[config.mk]
export PLATFORM = sky130hd
export DESIGN_NAME = muldiv_top
export DESIGN_NICKNAME = d
export VERILOG_FILES = /design/src/source/muldiv_pkg.sv /design/src/source/div_unit.sv /design/src/source/mul_unit.sv /design/src/source/muldiv_ctrl.sv /design/src/source/muldiv_top.sv
export VERILOG_INCLUDE_DIRS = /design/src /design/src/source
export SDC_FILE = /design/constraint.sdc
export NUM_CORES = 1
export LEC_CHECK = 0
export ABC_CLOCK_PERIOD_IN_PS = 8200
export BUFFER_PORTS_ARGS = -buffer_cell sky130_fd_sc_hd__buf_2
export CAP_MARGIN = 30
export CELL_PAD_IN_SITES_DETAIL_PLACEMENT = 1
export CELL_PAD_IN_SITES_GLOBAL_PLACEMENT = 1
export CORE_ASPECT_RATIO = 1.2
export CORE_UTILIZATION = 45
export CTS_CLUSTER_SIZE = 14
export DETAILED_ROUTE_END_ITERATION = 10
export GPL_TIMING_DRIVEN = 0
export PLACE_DENSITY_LB_ADDON = 0.1
export SYNTH_ARGS = -nofsm -noshare
export SYNTH_HDL_FRONTEND = slang
export SYNTH_SLANG_ARGS = --single-unit
export TNS_END_PERCENT = 30
[constraint.sdc]
create_clock -name clk_i -period 8.2 [get_ports clk_i]
set_input_delay 1.23 -clock clk_i [delete_from_list [all_inputs] [get_ports clk_i]]
set_output_delay 1.23 -clock clk_i [all_outputs]
set_load 0.01 [all_outputs]
[src/source/muldiv_cfg.svh]
`ifndef MULDIV_CFG_SVH
`define MULDIV_CFG_SVH

// operand width, fixed by the RV32 M opcodes
`define MULDIV_XLEN 32

// iteration counter, wide enough to hold MULDIV_ITER
`define MULDIV_CNT_W 6

// one quotient or multiplier bit per cycle
`define MULDIV_ITER 32

`endif

[src/source/muldiv_pkg.sv]
`include "muldiv_cfg.svh"

package muldiv_pkg;

    typedef logic [`MULDIV_XLEN-1:0]   word_t;
    typedef logic [2*`MULDIV_XLEN-1:0] dword_t;

    // funct3 encoding
    typedef enum logic [2:0] {
        MUL    = 3'd0,
        MULH   = 3'd1,
        MULHSU = 3'd2,
        MULHU  = 3'd3,
        DIV    = 3'd4,
        DIVU   = 3'd5,
        REM    = 3'd6,
        REMU   = 3'd7
    } muldiv_op_e;

    typedef struct packed {
        muldiv_op_e op;
        word_t      a;
        word_t      b;
    } muldiv_req_t;

    typedef struct packed {
        word_t quot;
        word_t rem;
    } div_result_t;

    typedef enum logic [1:0] {DIV_IDLE, DIV_ITER, DIV_CORRECT, DIV_SIGN} div_state_e;
    typedef enum logic [1:0] {MUL_IDLE, MUL_ITER, MUL_SIGN} mul_state_e;
    typedef enum logic [1:0] {CTRL_IDLE, CTRL_BUSY, CTRL_ACK} ctrl_state_e;

endpackage

[src/source/div_unit.sv]
`timescale 1ns/10ps
`include "muldiv_cfg.svh"

module div_unit (
    input  logic                    clk_i,
    input  logic                    rst_i,
    input  logic                    start_i,
    input  logic                    signed_i,
    input  muldiv_pkg::word_t       dividend_i,
    input  muldiv_pkg::word_t       divisor_i,
    output muldiv_pkg::div_result_t result_o,
    output logic                    done_o
);

    muldiv_pkg::div_state_e   state_r;
    logic [`MULDIV_CNT_W-1:0] cnt_r;
    logic [`MULDIV_XLEN:0]    rem_r;    // partial remainder, two's complement
    muldiv_pkg::word_t        quot_r;   // dividend bits out, quotient bits in
    muldiv_pkg::word_t        dvs_r;    // divisor magnitude
    logic                     signed_r;
    logic                     neg_quot_r;
    logic                     neg_rem_r;
    muldiv_pkg::div_result_t  result_r;
    logic                     done_r;

    logic                     dvd_neg;
    logic                     dvs_neg;
    muldiv_pkg::word_t        dvd_mag;
    muldiv_pkg::word_t        dvs_mag;
    logic                     div_zero;
    logic                     div_ovf;
    logic [`MULDIV_XLEN:0]    shl;
    logic [`MULDIV_XLEN:0]    step;
    muldiv_pkg::word_t        quot_shl;
    muldiv_pkg::word_t        rem_fix;

    always_comb begin
        dvd_neg  = signed_i & dividend_i[`MULDIV_XLEN-1];
        dvs_neg  = signed_i & divisor_i[`MULDIV_XLEN-1];
        dvd_mag  = dvd_neg ? -dividend_i : dividend_i;
        dvs_mag  = dvs_neg ? -divisor_i : divisor_i;
        div_zero = (divisor_i == '0);
        div_ovf  = signed_i && (dividend_i == {1'b1, {(`MULDIV_XLEN-1){1'b0}}})
                   && (divisor_i == '1);

        // shift next dividend bit into the remainder, then add or subtract
        shl  = {rem_r[`MULDIV_XLEN-1:0], quot_r[`MULDIV_XLEN-1]};
        step = rem_r[`MULDIV_XLEN] ? shl + {1'b0, dvs_r} : shl - {1'b0, dvs_r};

        // quotient bit of the previous step lands here
        quot_shl = {quot_r[`MULDIV_XLEN-2:0], ~rem_r[`MULDIV_XLEN]};
        rem_fix  = rem_r[`MULDIV_XLEN] ? rem_r[`MULDIV_XLEN-1:0] + dvs_r
                                       : rem_r[`MULDIV_XLEN-1:0];
    end

    always_ff @(posedge clk_i) begin
        if (!rst_i) begin
            state_r <= muldiv_pkg::DIV_IDLE;
            cnt_r   <= '0;
            done_r  <= 1'b0;
        end else begin
            done_r <= 1'b0;
            case (state_r)
                muldiv_pkg::DIV_IDLE: begin
                    if (start_i) begin
                        if (div_zero || div_ovf) begin
                            done_r <= 1'b1;  // resolved at once
                        end else begin
                            cnt_r   <= `MULDIV_CNT_W'(`MULDIV_ITER);
                            state_r <= muldiv_pkg::DIV_ITER;
                        end
                    end
                end
                muldiv_pkg::DIV_ITER: begin
                    cnt_r <= cnt_r - 1'b1;
                    if (cnt_r == `MULDIV_CNT_W'(1)) begin
                        state_r <= muldiv_pkg::DIV_CORRECT;
                    end
                end
                muldiv_pkg::DIV_CORRECT: begin
                    if (signed_r) begin
                        state_r <= muldiv_pkg::DIV_SIGN;
                    end else begin
                        done_r  <= 1'b1;
                        state_r <= muldiv_pkg::DIV_IDLE;
                    end
                end
                muldiv_pkg::DIV_SIGN: begin
                    done_r  <= 1'b1;
                    state_r <= muldiv_pkg::DIV_IDLE;
                end
                default: state_r <= muldiv_pkg::DIV_IDLE;
            endcase
        end
    end

    always_ff @(posedge clk_i) begin
        case (state_r)
            muldiv_pkg::DIV_IDLE: begin
                if (start_i) begin
                    rem_r      <= '0;
                    quot_r     <= dvd_mag;
                    dvs_r      <= dvs_mag;
                    signed_r   <= signed_i;
                    neg_quot_r <= dvd_neg ^ dvs_neg;
                    neg_rem_r  <= dvd_neg;  // remainder follows dividend
                    if (div_zero) begin
                        result_r.quot <= '1;
                        result_r.rem  <= dividend_i;
                    end else if (div_ovf) begin
                        result_r.quot <= dividend_i;
                        result_r.rem  <= '0;
                    end
                end
            end
            muldiv_pkg::DIV_ITER: begin
                rem_r  <= step;
                quot_r <= quot_shl;
            end
            muldiv_pkg::DIV_CORRECT: begin
                result_r.quot <= quot_shl;
                result_r.rem  <= rem_fix;
            end
            muldiv_pkg::DIV_SIGN: begin
                if (neg_quot_r) begin
                    result_r.quot <= -result_r.quot;
                end
                if (neg_rem_r) begin
                    result_r.rem <= -result_r.rem;
                end
            end
            default: ;
        endcase
    end

    assign result_o = result_r;
    assign done_o   = done_r;

    // the controller waits for done before the next start
    a_start_idle: assert property (@(posedge clk_i) disable iff (!rst_i)
        start_i |-> state_r == muldiv_pkg::DIV_IDLE);

    a_done_pulse: assert property (@(posedge clk_i) disable iff (!rst_i)
        done_o |=> !done_o);

endmodule

[src/source/mul_unit.sv]
`timescale 1ns/10ps
`include "muldiv_cfg.svh"

module mul_unit (
    input  logic               clk_i,
    input  logic               rst_i,
    input  logic               start_i,
    input  logic               a_signed_i,
    input  logic               b_signed_i,
    input  muldiv_pkg::word_t  a_i,
    input  muldiv_pkg::word_t  b_i,
    output muldiv_pkg::dword_t product_o,
    output logic               done_o
);

    muldiv_pkg::mul_state_e   state_r;
    logic [`MULDIV_CNT_W-1:0] cnt_r;
    muldiv_pkg::dword_t       acc_r;
    muldiv_pkg::dword_t       mcand_r;   // shifts left each step
    muldiv_pkg::word_t        mplier_r;  // shifts right each step
    logic                     neg_r;
    logic                     done_r;

    logic                     a_neg;
    logic                     b_neg;
    muldiv_pkg::word_t        a_mag;
    muldiv_pkg::word_t        b_mag;

    always_comb begin
        a_neg = a_signed_i & a_i[`MULDIV_XLEN-1];
        b_neg = b_signed_i & b_i[`MULDIV_XLEN-1];
        a_mag = a_neg ? -a_i : a_i;
        b_mag = b_neg ? -b_i : b_i;
    end

    always_ff @(posedge clk_i) begin
        if (!rst_i) begin
            state_r <= muldiv_pkg::MUL_IDLE;
            cnt_r   <= '0;
            done_r  <= 1'b0;
        end else begin
            done_r <= 1'b0;
            case (state_r)
                muldiv_pkg::MUL_IDLE: begin
                    if (start_i) begin
                        cnt_r   <= `MULDIV_CNT_W'(`MULDIV_ITER);
                        state_r <= muldiv_pkg::MUL_ITER;
                    end
                end
                muldiv_pkg::MUL_ITER: begin
                    cnt_r <= cnt_r - 1'b1;
                    if (cnt_r == `MULDIV_CNT_W'(1)) begin
                        if (neg_r) begin
                            state_r <= muldiv_pkg::MUL_SIGN;
                        end else begin
                            done_r  <= 1'b1;
                            state_r <= muldiv_pkg::MUL_IDLE;
                        end
                    end
                end
                muldiv_pkg::MUL_SIGN: begin
                    done_r  <= 1'b1;
                    state_r <= muldiv_pkg::MUL_IDLE;
                end
                default: state_r <= muldiv_pkg::MUL_IDLE;
            endcase
        end
    end

    always_ff @(posedge clk_i) begin
        case (state_r)
            muldiv_pkg::MUL_IDLE: begin
                if (start_i) begin
                    acc_r    <= '0;
                    mcand_r  <= {{`MULDIV_XLEN{1'b0}}, a_mag};
                    mplier_r <= b_mag;
                    neg_r    <= a_neg ^ b_neg;
                end
            end
            muldiv_pkg::MUL_ITER: begin
                if (mplier_r[0]) begin
                    acc_r <= acc_r + mcand_r;
                end
                mcand_r  <= mcand_r << 1;
                mplier_r <= mplier_r >> 1;
            end
            muldiv_pkg::MUL_SIGN: acc_r <= -acc_r;
            default: ;
        endcase
    end

    assign product_o = acc_r;
    assign done_o    = done_r;

    a_start_idle: assert property (@(posedge clk_i) disable iff (!rst_i)
        start_i |-> state_r == muldiv_pkg::MUL_IDLE);

endmodule

[src/source/muldiv_ctrl.sv]
`timescale 1ns/10ps
`include "muldiv_cfg.svh"

module muldiv_ctrl (
    input  logic                    clk_i,
    input  logic                    rst_i,
    input  logic                    req_i,
    input  muldiv_pkg::muldiv_req_t req_data_i,
    output logic                    ack_o,
    output muldiv_pkg::word_t       result_o,
    output logic                    div_start_o,
    output logic                    div_signed_o,
    output muldiv_pkg::word_t       div_dividend_o,
    output muldiv_pkg::word_t       div_divisor_o,
    input  muldiv_pkg::div_result_t div_result_i,
    input  logic                    div_done_i,
    output logic                    mul_start_o,
    output logic                    mul_a_signed_o,
    output logic                    mul_b_signed_o,
    output muldiv_pkg::word_t       mul_a_o,
    output muldiv_pkg::word_t       mul_b_o,
    input  muldiv_pkg::dword_t      product_i,
    input  logic                    mul_done_i
);

    muldiv_pkg::ctrl_state_e state_r;
    muldiv_pkg::muldiv_req_t req_r;
    logic                    use_div_r;
    logic                    div_start_r;
    logic                    mul_start_r;
    logic                    div_signed_r;
    logic                    mul_a_signed_r;
    logic                    mul_b_signed_r;
    logic                    ack_r;
    muldiv_pkg::word_t       result_r;

    logic                    dec_div;
    logic                    dec_div_signed;
    logic                    dec_a_signed;
    logic                    dec_b_signed;
    logic                    unit_done;
    muldiv_pkg::word_t       sel_word;

    // opcode decode on the incoming request
    always_comb begin
        dec_div        = 1'b0;
        dec_div_signed = 1'b0;
        dec_a_signed   = 1'b0;
        dec_b_signed   = 1'b0;
        case (req_data_i.op)
            muldiv_pkg::MULH: begin
                dec_a_signed = 1'b1;
                dec_b_signed = 1'b1;
            end
            muldiv_pkg::MULHSU: dec_a_signed = 1'b1;
            muldiv_pkg::DIV, muldiv_pkg::REM: begin
                dec_div        = 1'b1;
                dec_div_signed = 1'b1;
            end
            muldiv_pkg::DIVU, muldiv_pkg::REMU: dec_div = 1'b1;
            default: ;  // low half is the same signed or not
        endcase
    end

    always_comb begin
        unit_done = use_div_r ? div_done_i : mul_done_i;
        case (req_r.op)
            muldiv_pkg::MUL: sel_word = product_i[`MULDIV_XLEN-1:0];
            muldiv_pkg::MULH, muldiv_pkg::MULHSU, muldiv_pkg::MULHU:
                sel_word = product_i[2*`MULDIV_XLEN-1:`MULDIV_XLEN];
            muldiv_pkg::DIV, muldiv_pkg::DIVU: sel_word = div_result_i.quot;
            default: sel_word = div_result_i.rem;
        endcase
    end

    always_ff @(posedge clk_i) begin
        if (!rst_i) begin
            state_r     <= muldiv_pkg::CTRL_IDLE;
            div_start_r <= 1'b0;
            mul_start_r <= 1'b0;
            ack_r       <= 1'b0;
        end else begin
            div_start_r <= 1'b0;
            mul_start_r <= 1'b0;
            case (state_r)
                muldiv_pkg::CTRL_IDLE: begin
                    if (req_i) begin
                        div_start_r <= dec_div;
                        mul_start_r <= !dec_div;
                        state_r     <= muldiv_pkg::CTRL_BUSY;
                    end
                end
                muldiv_pkg::CTRL_BUSY: begin
                    if (unit_done) begin
                        ack_r   <= 1'b1;
                        state_r <= muldiv_pkg::CTRL_ACK;
                    end
                end
                muldiv_pkg::CTRL_ACK: begin
                    if (!req_i) begin  // requester done with the result
                        ack_r   <= 1'b0;
                        state_r <= muldiv_pkg::CTRL_IDLE;
                    end
                end
                default: state_r <= muldiv_pkg::CTRL_IDLE;
            endcase
        end
    end

    always_ff @(posedge clk_i) begin
        if (state_r == muldiv_pkg::CTRL_IDLE && req_i) begin
            req_r          <= req_data_i;
            use_div_r      <= dec_div;
            div_signed_r   <= dec_div_signed;
            mul_a_signed_r <= dec_a_signed;
            mul_b_signed_r <= dec_b_signed;
        end
        if (state_r == muldiv_pkg::CTRL_BUSY && unit_done) begin
            result_r <= sel_word;
        end
    end

    assign ack_o          = ack_r;
    assign result_o       = result_r;
    assign div_start_o    = div_start_r;
    assign div_signed_o   = div_signed_r;
    assign div_dividend_o = req_r.a;
    assign div_divisor_o  = req_r.b;
    assign mul_start_o    = mul_start_r;
    assign mul_a_signed_o = mul_a_signed_r;
    assign mul_b_signed_o = mul_b_signed_r;
    assign mul_a_o        = req_r.a;
    assign mul_b_o        = req_r.b;

    // four-phase rule, ack holds until req is released
    a_ack_hold: assert property (@(posedge clk_i) disable iff (!rst_i)
        ack_o && req_i |=> ack_o);

endmodule

[src/source/muldiv_top.sv]
`timescale 1ns/10ps
`include "muldiv_cfg.svh"

module muldiv_top (
    input  logic                    clk_i,
    input  logic                    rst_i,
    input  logic                    req_i,
    input  muldiv_pkg::muldiv_req_t req_data_i,
    output logic                    ack_o,
    output muldiv_pkg::word_t       result_o
);

    logic                    div_start;
    logic                    div_signed;
    muldiv_pkg::word_t       div_dividend;
    muldiv_pkg::word_t       div_divisor;
    muldiv_pkg::div_result_t div_result;
    logic                    div_done;
    logic                    mul_start;
    logic                    mul_a_signed;
    logic                    mul_b_signed;
    muldiv_pkg::word_t       mul_a;
    muldiv_pkg::word_t       mul_b;
    muldiv_pkg::dword_t      product;
    logic                    mul_done;

    muldiv_ctrl u_ctrl (
        .clk_i          (clk_i),
        .rst_i          (rst_i),
        .req_i          (req_i),
        .req_data_i     (req_data_i),
        .ack_o          (ack_o),
        .result_o       (result_o),
        .div_start_o    (div_start),
        .div_signed_o   (div_signed),
        .div_dividend_o (div_dividend),
        .div_divisor_o  (div_divisor),
        .div_result_i   (div_result),
        .div_done_i     (div_done),
        .mul_start_o    (mul_start),
        .mul_a_signed_o (mul_a_signed),
        .mul_b_signed_o (mul_b_signed),
        .mul_a_o        (mul_a),
        .mul_b_o        (mul_b),
        .product_i      (product),
        .mul_done_i     (mul_done)
    );

    div_unit u_div (
        .clk_i      (clk_i),
        .rst_i      (rst_i),
        .start_i    (div_start),
        .signed_i   (div_signed),
        .dividend_i (div_dividend),
        .divisor_i  (div_divisor),
        .result_o   (div_result),
        .done_o     (div_done)
    );

    mul_unit u_mul (
        .clk_i      (clk_i),
        .rst_i      (rst_i),
        .start_i    (mul_start),
        .a_signed_i (mul_a_signed),
        .b_signed_i (mul_b_signed),
        .a_i        (mul_a),
        .b_i        (mul_b),
        .product_o  (product),
        .done_o     (mul_done)
    );

endmodule

# ---- Word-level counts from Yosys, hierarchy flattened
# Cells that the tools add are included.
dict set report word_totals {
  output_inout_bits 33
  elab_cells 173
  inputBits 70
  reg_bits 451
}
dict set report op_classes {
  muxes 57
  n_addsub 11
  n_eq_ne 34
  bitwise 7
  reduce_logical 34
}
# cell n
set ops {}
lappend ops {{64-bit two-way mux} 6}
lappend ops {{64-bit case mux with 3 select lines} 2}
lappend ops {{32-bit two-way mux} 9}
lappend ops {{32-bit negator} 4}
lappend ops {{32-bit case mux with 2 select lines} 2}
lappend ops {{64-bit case mux with 2 select lines} 1}
lappend ops {{32-bit case mux with 3 select lines} 1}
lappend ops {{33-bit two-way mux} 2}
lappend ops {{33-bit case mux with 2 select lines} 1}
lappend ops {{64-bit adder} 1}
lappend ops {{32-bit == test, second input constant} 2}
lappend ops {{64-bit negator} 1}
lappend ops {{33-bit by 32-bit adder with 33-bit output} 1}
lappend ops {{33-bit by 32-bit subtractor with 33-bit output} 1}
lappend ops {{32-bit adder} 1}
lappend ops {{32-bit logical NOT} 1}
lappend ops {{6-bit case mux with 2 select lines} 2}
lappend ops {{2-bit two-way mux} 10}
lappend ops {{3-bit == test, second input constant} 6}
lappend ops {{6-bit two-way mux} 3}
lappend ops {{3-bit AND reduction} 6}
lappend ops {{6-bit by 1-bit == test with 1-bit output, second input constant} 2}
lappend ops {{1-bit two-way mux} 12}
lappend ops {{2-bit by 1-bit inequality test with 1-bit output, second input constant} 6}
lappend ops {{27 further kinds} 60}

# ---- Logic depth before layout (Yosys ltp)
# Gate-level depths: netlist of the first run.
dict set report logic_depth {
  depth_word 7
  depth_mapped 18
}

# ---- By module
# Synthesis of the first run repeated with hierarchy kept, for this count alone.
dict set report hier_totals {
  hier_cells 3348
  hier_area_um2 32073.3
}
# mod cells_per_inst area_each_um2 n_inst seq_area_each_um2
set by_module_without_submodules {}
lappend by_module_without_submodules {div_unit 1544 13817.0 1 5104.9}
lappend by_module_without_submodules {mul_unit 1432 13012.5 1 5014.8}
lappend by_module_without_submodules {muldiv_ctrl 372 5243.8 1 3193.1}

# ---- Worst setup path after synthesis of the first run
# No wires, ideal clock.
dict set report synth_timing {
  kind {register -> register}
  from {register u_mul.state_r[1]}
  to {register u_mul.cnt_r[5]}
  path_slack_ns -0.762
  arrival_time_ns 8.835
  n_path_buf 0
  path_stages_with_launch 10
  setup_time_ns 0.128
  required_ns 8.072
  path_cell_list {dfxtp_1 inv_1 ha_1 inv_1 o21ai_0 nand2_1 nor3_1 xor2_1 a21oi_1 nor2_1}
}
dict set report synth_between {
  elab_chain_len 3
  word_cells_on_any_way 6
  cone_classes {eq/ne: 2; mux: 1; reduce/logical: 3}
}
# item line
set synth_rtl {}
lappend synth_rtl {{start: declaration} mul_unit.sv:16} ;# muldiv_pkg::mul_state_e state_r;
lappend synth_rtl {{start signal: assignment} mul_unit.sv:38} ;# state_r <= muldiv_pkg::MUL_IDLE;
lappend synth_rtl {{start signal: assignment} mul_unit.sv:47} ;# state_r <= muldiv_pkg::MUL_ITER;
lappend synth_rtl {{start signal: assignment} mul_unit.sv:54} ;# state_r <= muldiv_pkg::MUL_SIGN;
lappend synth_rtl {{2-bit by 1-bit == test with 1-bit output or 2-bit logical NOT (tied branches)} mul_unit.sv:43} ;# case (state_r)
lappend synth_rtl {{2-bit nonzero test (no source line) or 2-bit inequality test (tied branches)} --}
lappend synth_rtl {{2-bit AND reduction (no source line)} --}
lappend synth_rtl {{end signal: assignment} mul_unit.sv:46} ;# cnt_r <= `MULDIV_CNT_W'(`MULDIV_ITER);
lappend synth_rtl {{end signal: assignment} mul_unit.sv:51} ;# cnt_r <= cnt_r - 1'b1;
lappend synth_rtl {{end: declaration} mul_unit.sv:17} ;# logic [`MULDIV_CNT_W-1:0] cnt_r;
# Several ways; a longest one is shown, not always the timed one.
# A chain may end at the register's enable or synchronous reset.

# ---- Worst setup path after layout of the first run
dict set report layout_timing {
  from {register u_div.rem_r[32]}
  to {register u_div.rem_r[30], data pin}
}
dict set report layout_between {
  elab_chain_len 2
}
# item line
set layout_rtl {}
lappend layout_rtl {{start: declaration} div_unit.sv:17} ;# logic [`MULDIV_XLEN:0] rem_r;
lappend layout_rtl {{start signal: assignment} div_unit.sv:117} ;# rem_r <= step;
lappend layout_rtl {{33-bit two-way mux} div_unit.sv:48} ;# step = rem_r[`MULDIV_XLEN] ? shl + {1'b0, dvs_r} : shl - {1'b0, dvs_r};
lappend layout_rtl {{33-bit case mux with 2 select lines} div_unit.sv:98} ;# case (state_r)
# Every way passes these cells.

==> run_summary.xml, run 1 <==
<?xml version="1.0" encoding="UTF-8"?>
<metrics>
  <group name="drt">
    <metric name="drt-initial-drc-count" unit="">1631</metric>
    <metric name="drt-wirelength-per-cell" unit="µm">26.5</metric>
    <metric name="postRouteWirelength" unit="mm">114</metric>
    <metric name="firstDrtPassIters" unit="">7</metric>
    <metric name="detailroute.via_count" unit="">25900</metric>
    <metric name="remaining_antenna_violation_count" unit="">0</metric>
    <metric name="detail_route.vias_per_cell" unit="">6.01</metric>
    <metric name="drc_violation_count_after_routing" unit="">0</metric>
  </group>
  <group name="timing">
    <metric name="finalHoldViolations" unit="">0</metric>
    <metric name="drv_slew" unit="">0</metric>
    <metric name="final_critical_path_setup_slack" unit="ns">1.93</metric>
    <metric name="finalSetupViolations" unit="">0</metric>
    <metric name="grt_setup_unrepaired" unit="">false</metric>
    <metric name="layout_worst_path_cycle_share" unit="%">76.5</metric>
    <metric name="skew" unit="ns">0.0349</metric>
    <metric name="fmax" unit="MHz">159</metric>
    <metric name="post-route-min-period" unit="ns">6.27</metric>
    <metric name="tightestPinTransition" unit="ns">0.999</metric>
    <metric name="worst_case_headroom_to_the_max_slew_limit" unit="%">33.4</metric>
  </group>
  <group name="critical_path">
    <metric name="critical_path.most_common_cell" unit="">sky130_fd_sc_hd__clkbuf_1</metric>
    <metric name="max_stage_delay" unit="ns">0.69</metric>
    <metric name="crit_arrival" unit="ns">6.62</metric>
    <metric name="startpoint_type" unit="">flop</metric>
    <metric name="cp_max_fo" unit="">10</metric>
    <metric name="path_cells" unit="">clkbuf_1 -&gt; clkbuf_1 -&gt; clkbuf_1 -&gt; nor2_1 -&gt; xor2_1 -&gt; ha_1 -&gt; a21oi_1 -&gt; o21ai_0 -&gt; a2111oi_0 -&gt; nor3_1 -&gt; o31a_1 -&gt; o21a_1 -&gt; or4b_2 -&gt; a41oi_1 -&gt; xor2_1 -&gt; nor2_1</metric>
    <metric name="cpMaxStageDelayCell" unit="">sky130_fd_sc_hd__or4b_2</metric>
    <metric name="timing.setup.critical_path_class" unit="">reg -&gt; reg</metric>
    <metric name="crit_family" unit="">compound AO/OA/AOI/OAI gates</metric>
    <metric name="cp_data_required_time" unit="ns">8.55</metric>
    <metric name="worst_setup_path_end_kind" unit="">flop</metric>
    <metric name="total_buffers_and_inverters_traversed_by_the_critical_path" unit="">3</metric>
  </group>
  <group name="global_route">
    <metric name="grt_overflow" unit="">0</metric>
    <metric name="pin_count_of_the_biggest_net_entering_global_routing" unit="">36</metric>
    <metric name="grt_most_used_layer" unit="">met2</metric>
    <metric name="grt_first_pass_wirelength" unit="mm">170</metric>
    <metric name="first_global_vias" unit="">27100</metric>
    <metric name="track_usage" unit="%">33.2</metric>
    <metric name="grt_use_met1" unit="%">36.8</metric>
    <metric name="use_met3" unit="%">3.88</metric>
    <metric name="grtUsageMet2" unit="%">60.1</metric>
    <metric name="antenna_found_initial" unit="">0</metric>
  </group>
  <group name="place">
    <metric name="place_ws" unit="ns">1.94</metric>
    <metric name="place.gp.congestion" unit="">0.985</metric>
    <metric name="port_buffers" unit="">102</metric>
    <metric name="placedCellCount" unit="">4211</metric>
    <metric name="post-dp-hpwl" unit="mm">90.4</metric>
  </group>
  <group name="cts">
    <metric name="number_of_buffers_between_clock_root_and_the_deepest_sink" unit="">3</metric>
    <metric name="clock_tree.htree_level_count" unit="">2</metric>
    <metric name="cts-root-buf" unit="">sky130_fd_sc_hd__clkbuf_16</metric>
    <metric name="total_clock_sinks" unit="">451</metric>
    <metric name="clk-insertion-delay-late" unit="ns">0.64</metric>
    <metric name="cts_tree" unit="">built</metric>
    <metric name="post-cts-setup-buffers" unit="">0</metric>
    <metric name="ctsResizeCount" unit="">0</metric>
    <metric name="cts.clk_slew.worst_paths" unit="ns">0.06</metric>
    <metric name="numCtsBuffers" unit="">51</metric>
    <metric name="post_cts_hold_buffer_count" unit="">0</metric>
  </group>
  <group name="die">
    <metric name="die_height" unit="µm">287</metric>
    <metric name="fp-row-count" unit="">104</metric>
    <metric name="die-width" unit="µm">239</metric>
    <metric name="floorplan.initialDensity" unit="%">45.4</metric>
    <metric name="core_area" unit="µm²">67000</metric>
    <metric name="io_pins" unit="">103</metric>
    <metric name="floorplan.die_area" unit="µm²">68700</metric>
  </group>
  <group name="power_and_ir_drop">
    <metric name="vdd_ir_drop_max" unit="V">0.000206</metric>
    <metric name="p_leak" unit="nW">12.1</metric>
    <metric name="power-per-cell-area" unit="nW/µm²">185</metric>
  </group>
  <group name="yosys">
    <metric name="yosys-top-cells-area" unit="">sky130_fd_sc_hd__edfxtp_1 (42%), sky130_fd_sc_hd__ha_1 (5.8%), sky130_fd_sc_hd__xnor2_1 (5.5%)</metric>
    <metric name="yosysTopAreaCell" unit="">sky130_fd_sc_hd__edfxtp_1</metric>
    <metric name="postSynthAreaPerCell" unit="µm²">9.54</metric>
    <metric name="asyncSetResetFlopFracSynth" unit="%">0</metric>
    <metric name="synth_cell_type_count" unit="">74</metric>
    <metric name="syn_area" unit="µm²">30400</metric>
    <metric name="portion_of_the_post_synthesis_area_used_by_sequential_elements" unit="%">43.7</metric>
    <metric name="synth_flop_cell" unit="">sky130_fd_sc_hd__edfxtp_1</metric>
    <metric name="synth-edff-count" unit="">428</metric>
    <metric name="netlist.area_leader.share" unit="%">42.2</metric>
    <metric name="postSynthNetCount" unit="">3405</metric>
    <metric name="post_synth_inst_count" unit="">3191</metric>
    <metric name="synth-seq-cells" unit="">451</metric>
    <metric name="synth_warnings" unit="">0</metric>
  </group>
  <group name="layout">
    <metric name="area_delta_synth_final" unit="%">12.3</metric>
    <metric name="share_of_final_layout_standard_cells_stronger_than_drive_strength_1" unit="%">6.96</metric>
    <metric name="antenna_cells_inserted" unit="">0</metric>
    <metric name="seqCellArea" unit="µm²">13300</metric>
    <metric name="num-fill-cells" unit="">7618</metric>
    <metric name="multi_input_area" unit="µm²">16300</metric>
    <metric name="non_filler_cells_in_the_finished_layout" unit="">4306</metric>
    <metric name="num-nets-final" unit="">3577</metric>
  </group>
  <group name="worst_hold_path">
    <metric name="hp_class" unit="">reg -&gt; reg</metric>
  </group>
  <group name="flow_run">
    <metric name="cap_violations" unit="">0</metric>
  </group>
  <group name="run_status">
    <metric name="result_of_the_run" unit="">finished clean</metric>
  </group>
</metrics>
metal layers:
metal	up-vias	wire length, µm
li1	12100	-
met1	12900	44000
met2	641	58200
met3	264	4210
met4	0	7860
met5	-	0
per-stage QoR:
stage / total power [W] / hold slack (ns) / setup TNS (ns) / instance area, µm² / util (%)
finish: 0.00631 / 0.499 / 0 / 34200 / 51.0
global route: 0.00652 / 0.527 / 0 / 34200 / 51.0
CTS: 0.00633 / 0.502 / 0 / 34200 / 51.0
detailed placement: 0.00392 / 0.491 / 0 / 32400 / 48.4
global placement: 0.00388 / 0.464 / -84.52 / 32100 / 47.9
floorplan: 0.00352 / 0.440 / 0 / 30400 / -
layout make-up:
class                      count  share of cell area, %
multi-input combinational   2505                   47.6
sequential                   451                   39.0
clock buffer                  59                   3.82
tap                          901                   3.30
timing repair buffer         119                   2.41
buffer                       174                   1.95
clock inverter                36                   1.23
inverter                      61                  0.670
flip-flops by register name, summed over array words and instances (netlist names), 2 cells and up:
register and flops:
u_div.state_r 2, u_ctrl.div_dividend_o 32, u_div.result_o 64, u_ctrl.state_r 2, u_div.quot_r 32, u_ctrl.req_r 3, u_div.cnt_r 6, u_mul.mcand_r 64
u_mul.cnt_r 6, u_mul.state_r 2, u_ctrl.result_o 32, u_div.dvs_r 32, u_ctrl.div_divisor_o 32, u_mul.product_o 64, u_mul.mplier_r 32, u_div.rem_r 33
final timing paths:
kind                                               startpoint                            end  slack (ns)  cells past startpoint
worst max-delay path            u_div.rem_r[32]$_SDFFCE_PN0P_  u_div.rem_r[30]$_SDFFCE_PN0P_        1.93                     16
worst min-delay path                u_ctrl.ack_o$_SDFFE_PN0P_      u_ctrl.ack_o$_SDFFE_PN0P_        0.50                      2
worst max register to register  u_div.rem_r[32]$_SDFFCE_PN0P_  u_div.rem_r[30]$_SDFFCE_PN0P_        1.93                     16
worst min register to register      u_ctrl.ack_o$_SDFFE_PN0P_      u_ctrl.ack_o$_SDFFE_PN0P_        0.50                      2
layout by cell type (no fill, tap or decap), types with 11 or more instances in the layout:
| master | count |
|---|---|
| sky130_fd_sc_hd__nand2_1 | 292 |
| sky130_fd_sc_hd__clkbuf_1 | 164 |
| sky130_fd_sc_hd__a211oi_1 | 51 |
| sky130_fd_sc_hd__a22oi_1 | 23 |
| sky130_fd_sc_hd__and3_1 | 18 |
| sky130_fd_sc_hd__a222oi_1 | 13 |
| sky130_fd_sc_hd__ha_1 | 141 |
| sky130_fd_sc_hd__inv_1 | 60 |
| sky130_fd_sc_hd__a221oi_1 | 11 |
| sky130_fd_sc_hd__clkbuf_16 | 51 |
| sky130_fd_sc_hd__nand3_1 | 46 |
| sky130_fd_sc_hd__xor2_1 | 173 |
| sky130_fd_sc_hd__nor2b_1 | 73 |
| sky130_fd_sc_hd__o31ai_1 | 12 |
| sky130_fd_sc_hd__nor4_1 | 36 |
| sky130_fd_sc_hd__nor2_1 | 276 |
| sky130_fd_sc_hd__buf_1 | 12 |
| sky130_fd_sc_hd__or3_1 | 40 |
| sky130_fd_sc_hd__buf_2 | 108 |
| sky130_fd_sc_hd__nor3_1 | 114 |
| sky130_fd_sc_hd__o22ai_1 | 25 |
| sky130_fd_sc_hd__mux2i_1 | 58 |
| sky130_fd_sc_hd__nand2b_1 | 26 |
| sky130_fd_sc_hd__o21a_1 | 14 |
| sky130_fd_sc_hd__edfxtp_1 | 428 |
| sky130_fd_sc_hd__a21o_1 | 85 |
| sky130_fd_sc_hd__and2_1 | 54 |
| sky130_fd_sc_hd__a21oi_1 | 232 |
| sky130_fd_sc_hd__or4_1 | 28 |
| sky130_fd_sc_hd__xnor2_1 | 192 |
| sky130_fd_sc_hd__o21bai_1 | 32 |
| sky130_fd_sc_hd__a31oi_1 | 24 |
| sky130_fd_sc_hd__dfxtp_1 | 23 |
| sky130_fd_sc_hd__nand4_1 | 42 |
| sky130_fd_sc_hd__o21ai_0 | 228 |
| sky130_fd_sc_hd__or2_2 | 13 |
where the power goes:
part | internal, W | switching (W) | leakage (nW) | total, W
logic | 0.000411 | 0.000690 | 7.14 | 0.00110
clock network | 0.00138 | 0.00105 | 0.822 | 0.00242
registers | 0.00265 | 0.000134 | 4.18 | 0.00279
total | 0.00444 | 0.00187 | 12.1 | 0.00631
synth_stat cells, drive strengths merged (12+ instances only):
| master | n |
|---|---|
| and3 | 18 |
| nor2 | 280 |
| a22oi | 23 |
| o31ai | 12 |
| xnor2 | 192 |
| nand3 | 46 |
| a211oi | 51 |
| a31oi | 24 |
| dfxtp | 23 |
| or2 | 16 |
| a21oi | 232 |
| xor2 | 173 |
| o22ai | 25 |
| or4 | 30 |
| nor2b | 73 |
| inv | 60 |
| buf | 17 |
| ha | 141 |
| nand2b | 27 |
| o21ai | 230 |
| o21a | 15 |
| and2 | 54 |
| o21bai | 32 |
| mux2i | 58 |
| clkbuf | 157 |
| nor4 | 36 |
| nand2 | 292 |
| nand4 | 42 |
| a222oi | 13 |
| or3 | 40 |
| nor3 | 115 |
| a21o | 85 |
| edfxtp | 428 |
kinds of logic (layout without fill, tap and decap cells):
group	after synthesis	after routing	share of synthesized area [%]
AND/OR/NAND/NOR	1096	1096	17.6
AO/OA/AOI/OAI	838	838	17.2
flip-flops	451	451	43.7
XOR/XNOR	365	365	10.5
buffers and inverters	235	449	2.94
adder cells (fa/ha/maj)	144	144	5.99
multiplexers	62	62	2.06
worst min-delay path, delay by kind of cell, from the launching register on:
family / cells / cell delay [ns]
compound gates: 2 / 0.13
flops: 1 / 0.32
No activity file was read; power rests on OpenSTA's default activity.
==> run 2, diff against run 1 <==
Settings changed: ABC_AREA set to 1, ABC_CLOCK_PERIOD_IN_PS 8200 to 5200, CORE_UTILIZATION 45 to 42.
Clock period 8.2 ns to 5.2 ns, I/O delays scaled along.
==> run 2 against run 1 <==
Flip-flop and latch count is the same. Setup slack lost 0.99 ns. Maximum frequency grew 47%. Register-to-register slack lost 0.99 ns. Wire length grew 46%. Core utilization shrank 3.1 points. Worst hold slack lost 0.22 ns.
==> run_summary.xml, run 2 <==
<?xml version="1.0" encoding="UTF-8"?>
<metrics>
  <group name="run_status">
    <metric name="result_of_the_run" unit="">finished clean</metric>
  </group>
  <group name="yosys">
    <metric name="asyncSetResetFlopFracSynth" unit="%">0</metric>
    <metric name="synth-seq-cells" unit="">451</metric>
    <metric name="synth_cell_type_count" unit="">62</metric>
    <metric name="syn_area" unit="µm²">35200</metric>
    <metric name="postSynthNetCount" unit="">5306</metric>
    <metric name="postSynthAreaPerCell" unit="µm²">6.91</metric>
    <metric name="synth-edff-count" unit="">428</metric>
    <metric name="yosysTopAreaCell" unit="">sky130_fd_sc_hd__edfxtp_1</metric>
    <metric name="synth_most_common_cell" unit="">sky130_fd_sc_hd__nand2_1</metric>
    <metric name="post_synth_inst_count" unit="">5092</metric>
    <metric name="yosys-top-cells-area" unit="">sky130_fd_sc_hd__edfxtp_1 (37%), sky130_fd_sc_hd__nand2_1 (16%), sky130_fd_sc_hd__inv_1 (7.7%)</metric>
    <metric name="ys_top_cells_by_count" unit="">sky130_fd_sc_hd__nand2_1 (1503), sky130_fd_sc_hd__inv_1 (720), sky130_fd_sc_hd__nor2_1 (559), sky130_fd_sc_hd__edfxtp_1 (428), sky130_fd_sc_hd__a21oi_1 (353)</metric>
    <metric name="synth_flop_cell" unit="">sky130_fd_sc_hd__edfxtp_1</metric>
    <metric name="netlist.area_leader.share" unit="%">36.5</metric>
    <metric name="synth_warnings" unit="">0</metric>
    <metric name="portion_of_the_post_synthesis_area_used_by_sequential_elements" unit="%">37.8</metric>
  </group>
  <group name="critical_path">
    <metric name="critPathLaunch" unit="">u_div.rem_r[32]$_SDFFCE_PN0P_</metric>
    <metric name="worst_setup_path_end_kind" unit="">flop</metric>
    <metric name="crit_arrival" unit="ns">4.74</metric>
    <metric name="timing.setup.critical_path_class" unit="">reg -&gt; reg</metric>
    <metric name="cp_data_required_time" unit="ns">5.68</metric>
    <metric name="worst_r2r_endpoint" unit="">u_div.rem_r[32]$_SDFFCE_PN0P_</metric>
    <metric name="critPathCapture" unit="">u_div.rem_r[32]$_SDFFCE_PN0P_</metric>
    <metric name="cp_max_fo" unit="">10</metric>
    <metric name="origin_of_the_critical_flop_to_flop_path" unit="">u_div.rem_r[32]$_SDFFCE_PN0P_</metric>
    <metric name="reg2reg_setup_slack" unit="ns">0.93</metric>
    <metric name="startpoint_type" unit="">flop</metric>
    <metric name="number_of_cells_traversed_by_the_worst_register_to_register_path" unit="">17</metric>
  </group>
  <group name="power_and_ir_drop">
    <metric name="power-per-cell-area" unit="nW/µm²">347</metric>
    <metric name="power.share.combinational" unit="%">32.5</metric>
    <metric name="power.clock.fraction" unit="%">31.0</metric>
    <metric name="internal_power" unit="W">0.00830</metric>
    <metric name="swShare" unit="%">39.4</metric>
    <metric name="vdd_ir_drop_max" unit="V">0.000334</metric>
    <metric name="p_total" unit="W">0.0137</metric>
    <metric name="p_leak" unit="nW">16.9</metric>
    <metric name="pwr-share-seq" unit="%">36.5</metric>
    <metric name="switching_power_of_the_nets" unit="W">0.00538</metric>
  </group>
  <group name="timing">
    <metric name="worst_case_headroom_to_the_max_slew_limit" unit="%">28.4</metric>
    <metric name="finalHoldViolations" unit="">0</metric>
    <metric name="post-route-min-period" unit="ns">4.27</metric>
    <metric name="skew" unit="ns">0.0363</metric>
    <metric name="tightestPinTransition" unit="ns">1.07</metric>
    <metric name="layout_worst_path_cycle_share" unit="%">82.1</metric>
    <metric name="grt_setup_unrepaired" unit="">false</metric>
    <metric name="fmax" unit="MHz">234</metric>
    <metric name="drv_slew" unit="">0</metric>
    <metric name="finalSetupViolations" unit="">0</metric>
  </group>
  <group name="die">
    <metric name="fp-row-count" unit="">115</metric>
    <metric name="floorplan.initialDensity" unit="%">42.7</metric>
    <metric name="floorplan.die_area" unit="µm²">85000</metric>
    <metric name="core_area" unit="µm²">82400</metric>
    <metric name="die-width" unit="µm">266</metric>
    <metric name="die_height" unit="µm">319</metric>
    <metric name="io_pins" unit="">103</metric>
  </group>
  <group name="flow_run">
    <metric name="cap_violations" unit="">0</metric>
  </group>
  <group name="drt">
    <metric name="firstDrtPassIters" unit="">6</metric>
    <metric name="postRouteWirelength" unit="mm">167</metric>
    <metric name="detail_route.vias_per_cell" unit="">5.72</metric>
    <metric name="remaining_antenna_violation_count" unit="">0</metric>
    <metric name="drc_violation_count_after_routing" unit="">0</metric>
    <metric name="detailroute.via_count" unit="">36800</metric>
    <metric name="drt-initial-drc-count" unit="">2938</metric>
    <metric name="drt-wirelength-per-cell" unit="µm">26.0</metric>
  </group>
  <group name="cts">
    <metric name="total_clock_sinks" unit="">451</metric>
    <metric name="clk-insertion-delay-late" unit="ns">0.68</metric>
    <metric name="ctsResizeCount" unit="">0</metric>
    <metric name="cts.clk_slew.worst_paths" unit="ns">0.07</metric>
    <metric name="numCtsBuffers" unit="">53</metric>
    <metric name="cts_tree" unit="">built</metric>
    <metric name="cts-root-buf" unit="">sky130_fd_sc_hd__clkbuf_16</metric>
    <metric name="post_cts_hold_buffer_count" unit="">0</metric>
    <metric name="clock_tree.htree_level_count" unit="">2</metric>
    <metric name="post-cts-setup-buffers" unit="">0</metric>
    <metric name="number_of_buffers_between_clock_root_and_the_deepest_sink" unit="">3</metric>
  </group>
  <group name="place">
    <metric name="post-dp-hpwl" unit="mm">139</metric>
    <metric name="place.gp.congestion" unit="">1.04</metric>
    <metric name="placedCellCount" unit="">6322</metric>
    <metric name="port_buffers" unit="">102</metric>
  </group>
  <group name="global_route">
    <metric name="grt_first_pass_wirelength" unit="mm">244</metric>
    <metric name="track_usage" unit="%">39.3</metric>
    <metric name="first_global_vias" unit="">38000</metric>
    <metric name="antenna_found_initial" unit="">0</metric>
    <metric name="pin_count_of_the_biggest_net_entering_global_routing" unit="">37</metric>
    <metric name="grt_overflow" unit="">0</metric>
  </group>
  <group name="layout">
    <metric name="top_library_cells_by_usage_in_the_layout_fill_and_taps_aside" unit="">sky130_fd_sc_hd__nand2_1 (1503), sky130_fd_sc_hd__inv_1 (720), sky130_fd_sc_hd__nor2_1 (553), sky130_fd_sc_hd__edfxtp_1 (428), sky130_fd_sc_hd__a21oi_1 (353)</metric>
    <metric name="area_delta_synth_final" unit="%">12.1</metric>
    <metric name="num-fill-cells" unit="">10900</metric>
    <metric name="antenna_cells_inserted" unit="">0</metric>
    <metric name="share_of_final_layout_standard_cells_stronger_than_drive_strength_1" unit="%">6.13</metric>
    <metric name="leading_cell_type_in_the_layout_fill_and_taps_excluded" unit="">sky130_fd_sc_hd__nand2_1</metric>
    <metric name="non_filler_cells_in_the_finished_layout" unit="">6426</metric>
    <metric name="num-nets-final" unit="">5484</metric>
  </group>
  <group name="worst_hold_path">
    <metric name="min_from" unit="">req_data_i[46]</metric>
    <metric name="hp_class" unit="">in -&gt; reg</metric>
  </group>
</metrics>
-- run 2: cell count changes in the layout (fill, tap and decap cells not counted), sizes merged, moves of 103 or more --
cell / previous run / this run
nor2: 280 / 581
nand3: 46 / 344
o21ai: 230 / 351
nand2: 292 / 1514
xnor2: 192 / 20
xor2: 173 / 70
a21oi: 232 / 353
inv: 62 / 745
-- run 2: layout make-up --
cell class	instances	area [µm²]	area share, %
multi-input combinational	3782	18700	47.4
sequential	451	13300	33.7
inverter	741	2790	7.06
tap	1111	1390	3.52
clock buffer	61	1360	3.44
timing repair buffer	123	886	2.24
clock inverter	39	573	1.45
buffer	118	468	1.19
-- run 2: logic make-up after synthesis --
logic type,share of synthesized area [%]
AOI/OAI and AO/OA,12.5
adders and majority gates,5.18
muxes,0.0284
xor gates and xnor gates,2.24
DFF,37.8
buffers and inverters,9.24
and+or+nand+nor,33.0
-- run 2: worst max-delay path: stages, from the launching register on --
cell,delay (ns)
sky130_fd_sc_hd__edfxtp_1,0.36
sky130_fd_sc_hd__clkbuf_1,0.17
sky130_fd_sc_hd__inv_1,0.14
sky130_fd_sc_hd__clkbuf_1,0.45
sky130_fd_sc_hd__clkbuf_1,0.56
sky130_fd_sc_hd__o21ai_0,0.29
sky130_fd_sc_hd__fa_1,0.53
sky130_fd_sc_hd__nand2_1,0.12
sky130_fd_sc_hd__nand2_1,0.06
sky130_fd_sc_hd__o21ai_1,0.19
sky130_fd_sc_hd__o21ai_0,0.29
sky130_fd_sc_hd__nand3_1,0.13
sky130_fd_sc_hd__nand2_1,0.15
sky130_fd_sc_hd__nand3_1,0.11
sky130_fd_sc_hd__nand2_1,0.10
sky130_fd_sc_hd__nand2_1,0.08
sky130_fd_sc_hd__nand2_1,0.05
sky130_fd_sc_hd__nor2_1,0.25
-- run 2: worst min-delay path by stage --
stage | to | slack [ns] | cells after the start
global placement | u_div.cnt_r[1]$_SDFFE_PN0P_ | 0.47 | 2
global route | u_ctrl.div_dividend_o[22]$_DFFE_PP_ | 0.27 | 1
CTS | u_ctrl.div_dividend_o[6]$_DFFE_PP_ | 0.27 | 1
floorplan | u_div.cnt_r[1]$_SDFFE_PN0P_ | 0.45 | 2
detailed placement | u_div.cnt_r[4]$_SDFFE_PN0P_ | 0.48 | 2
finish | u_ctrl.div_dividend_o[14]$_DFFE_PP_ | 0.28 | 1
-- run 2: layer usage --
metal,part of all wire [%],up-vias,track usage [%]
met1,36,17900,40.7
met3,4.4,506,4.90
met2,50,1163,70.0
li1,-,17200,-
met4,10,0,33.3
met5,0,-,0
-- run 2: power groups by stage --
stage          clock [W]  sequential [W]  combinational (W)
2_1_floorplan          0         0.00479            0.00289
3_3_place_gp           0         0.00508            0.00417
3_5_place_dp           0         0.00504            0.00435
4_1_cts          0.00425         0.00496            0.00439
5_1_grt          0.00438         0.00500            0.00490
6_report         0.00424         0.00499            0.00445
-- run 2: stage by stage --
stage / hold slack, ns / util (%) / worst slack [ns] / area (µm²) / setup TNS [ns]
after floorplan: 0.453 / - / 0.781 / 35200 / 0
final: 0.279 / 47.9 / 0.933 / 39500 / 0
after CTS: 0.272 / 47.8 / 0.960 / 39400 / 0
after global routing: 0.271 / 47.9 / 0.528 / 39500 / 0
after detailed placement: 0.482 / 45.5 / 1.02 / 37500 / 0
after global placement: 0.469 / 45.0 / -1.46 / 37100 / -185.28
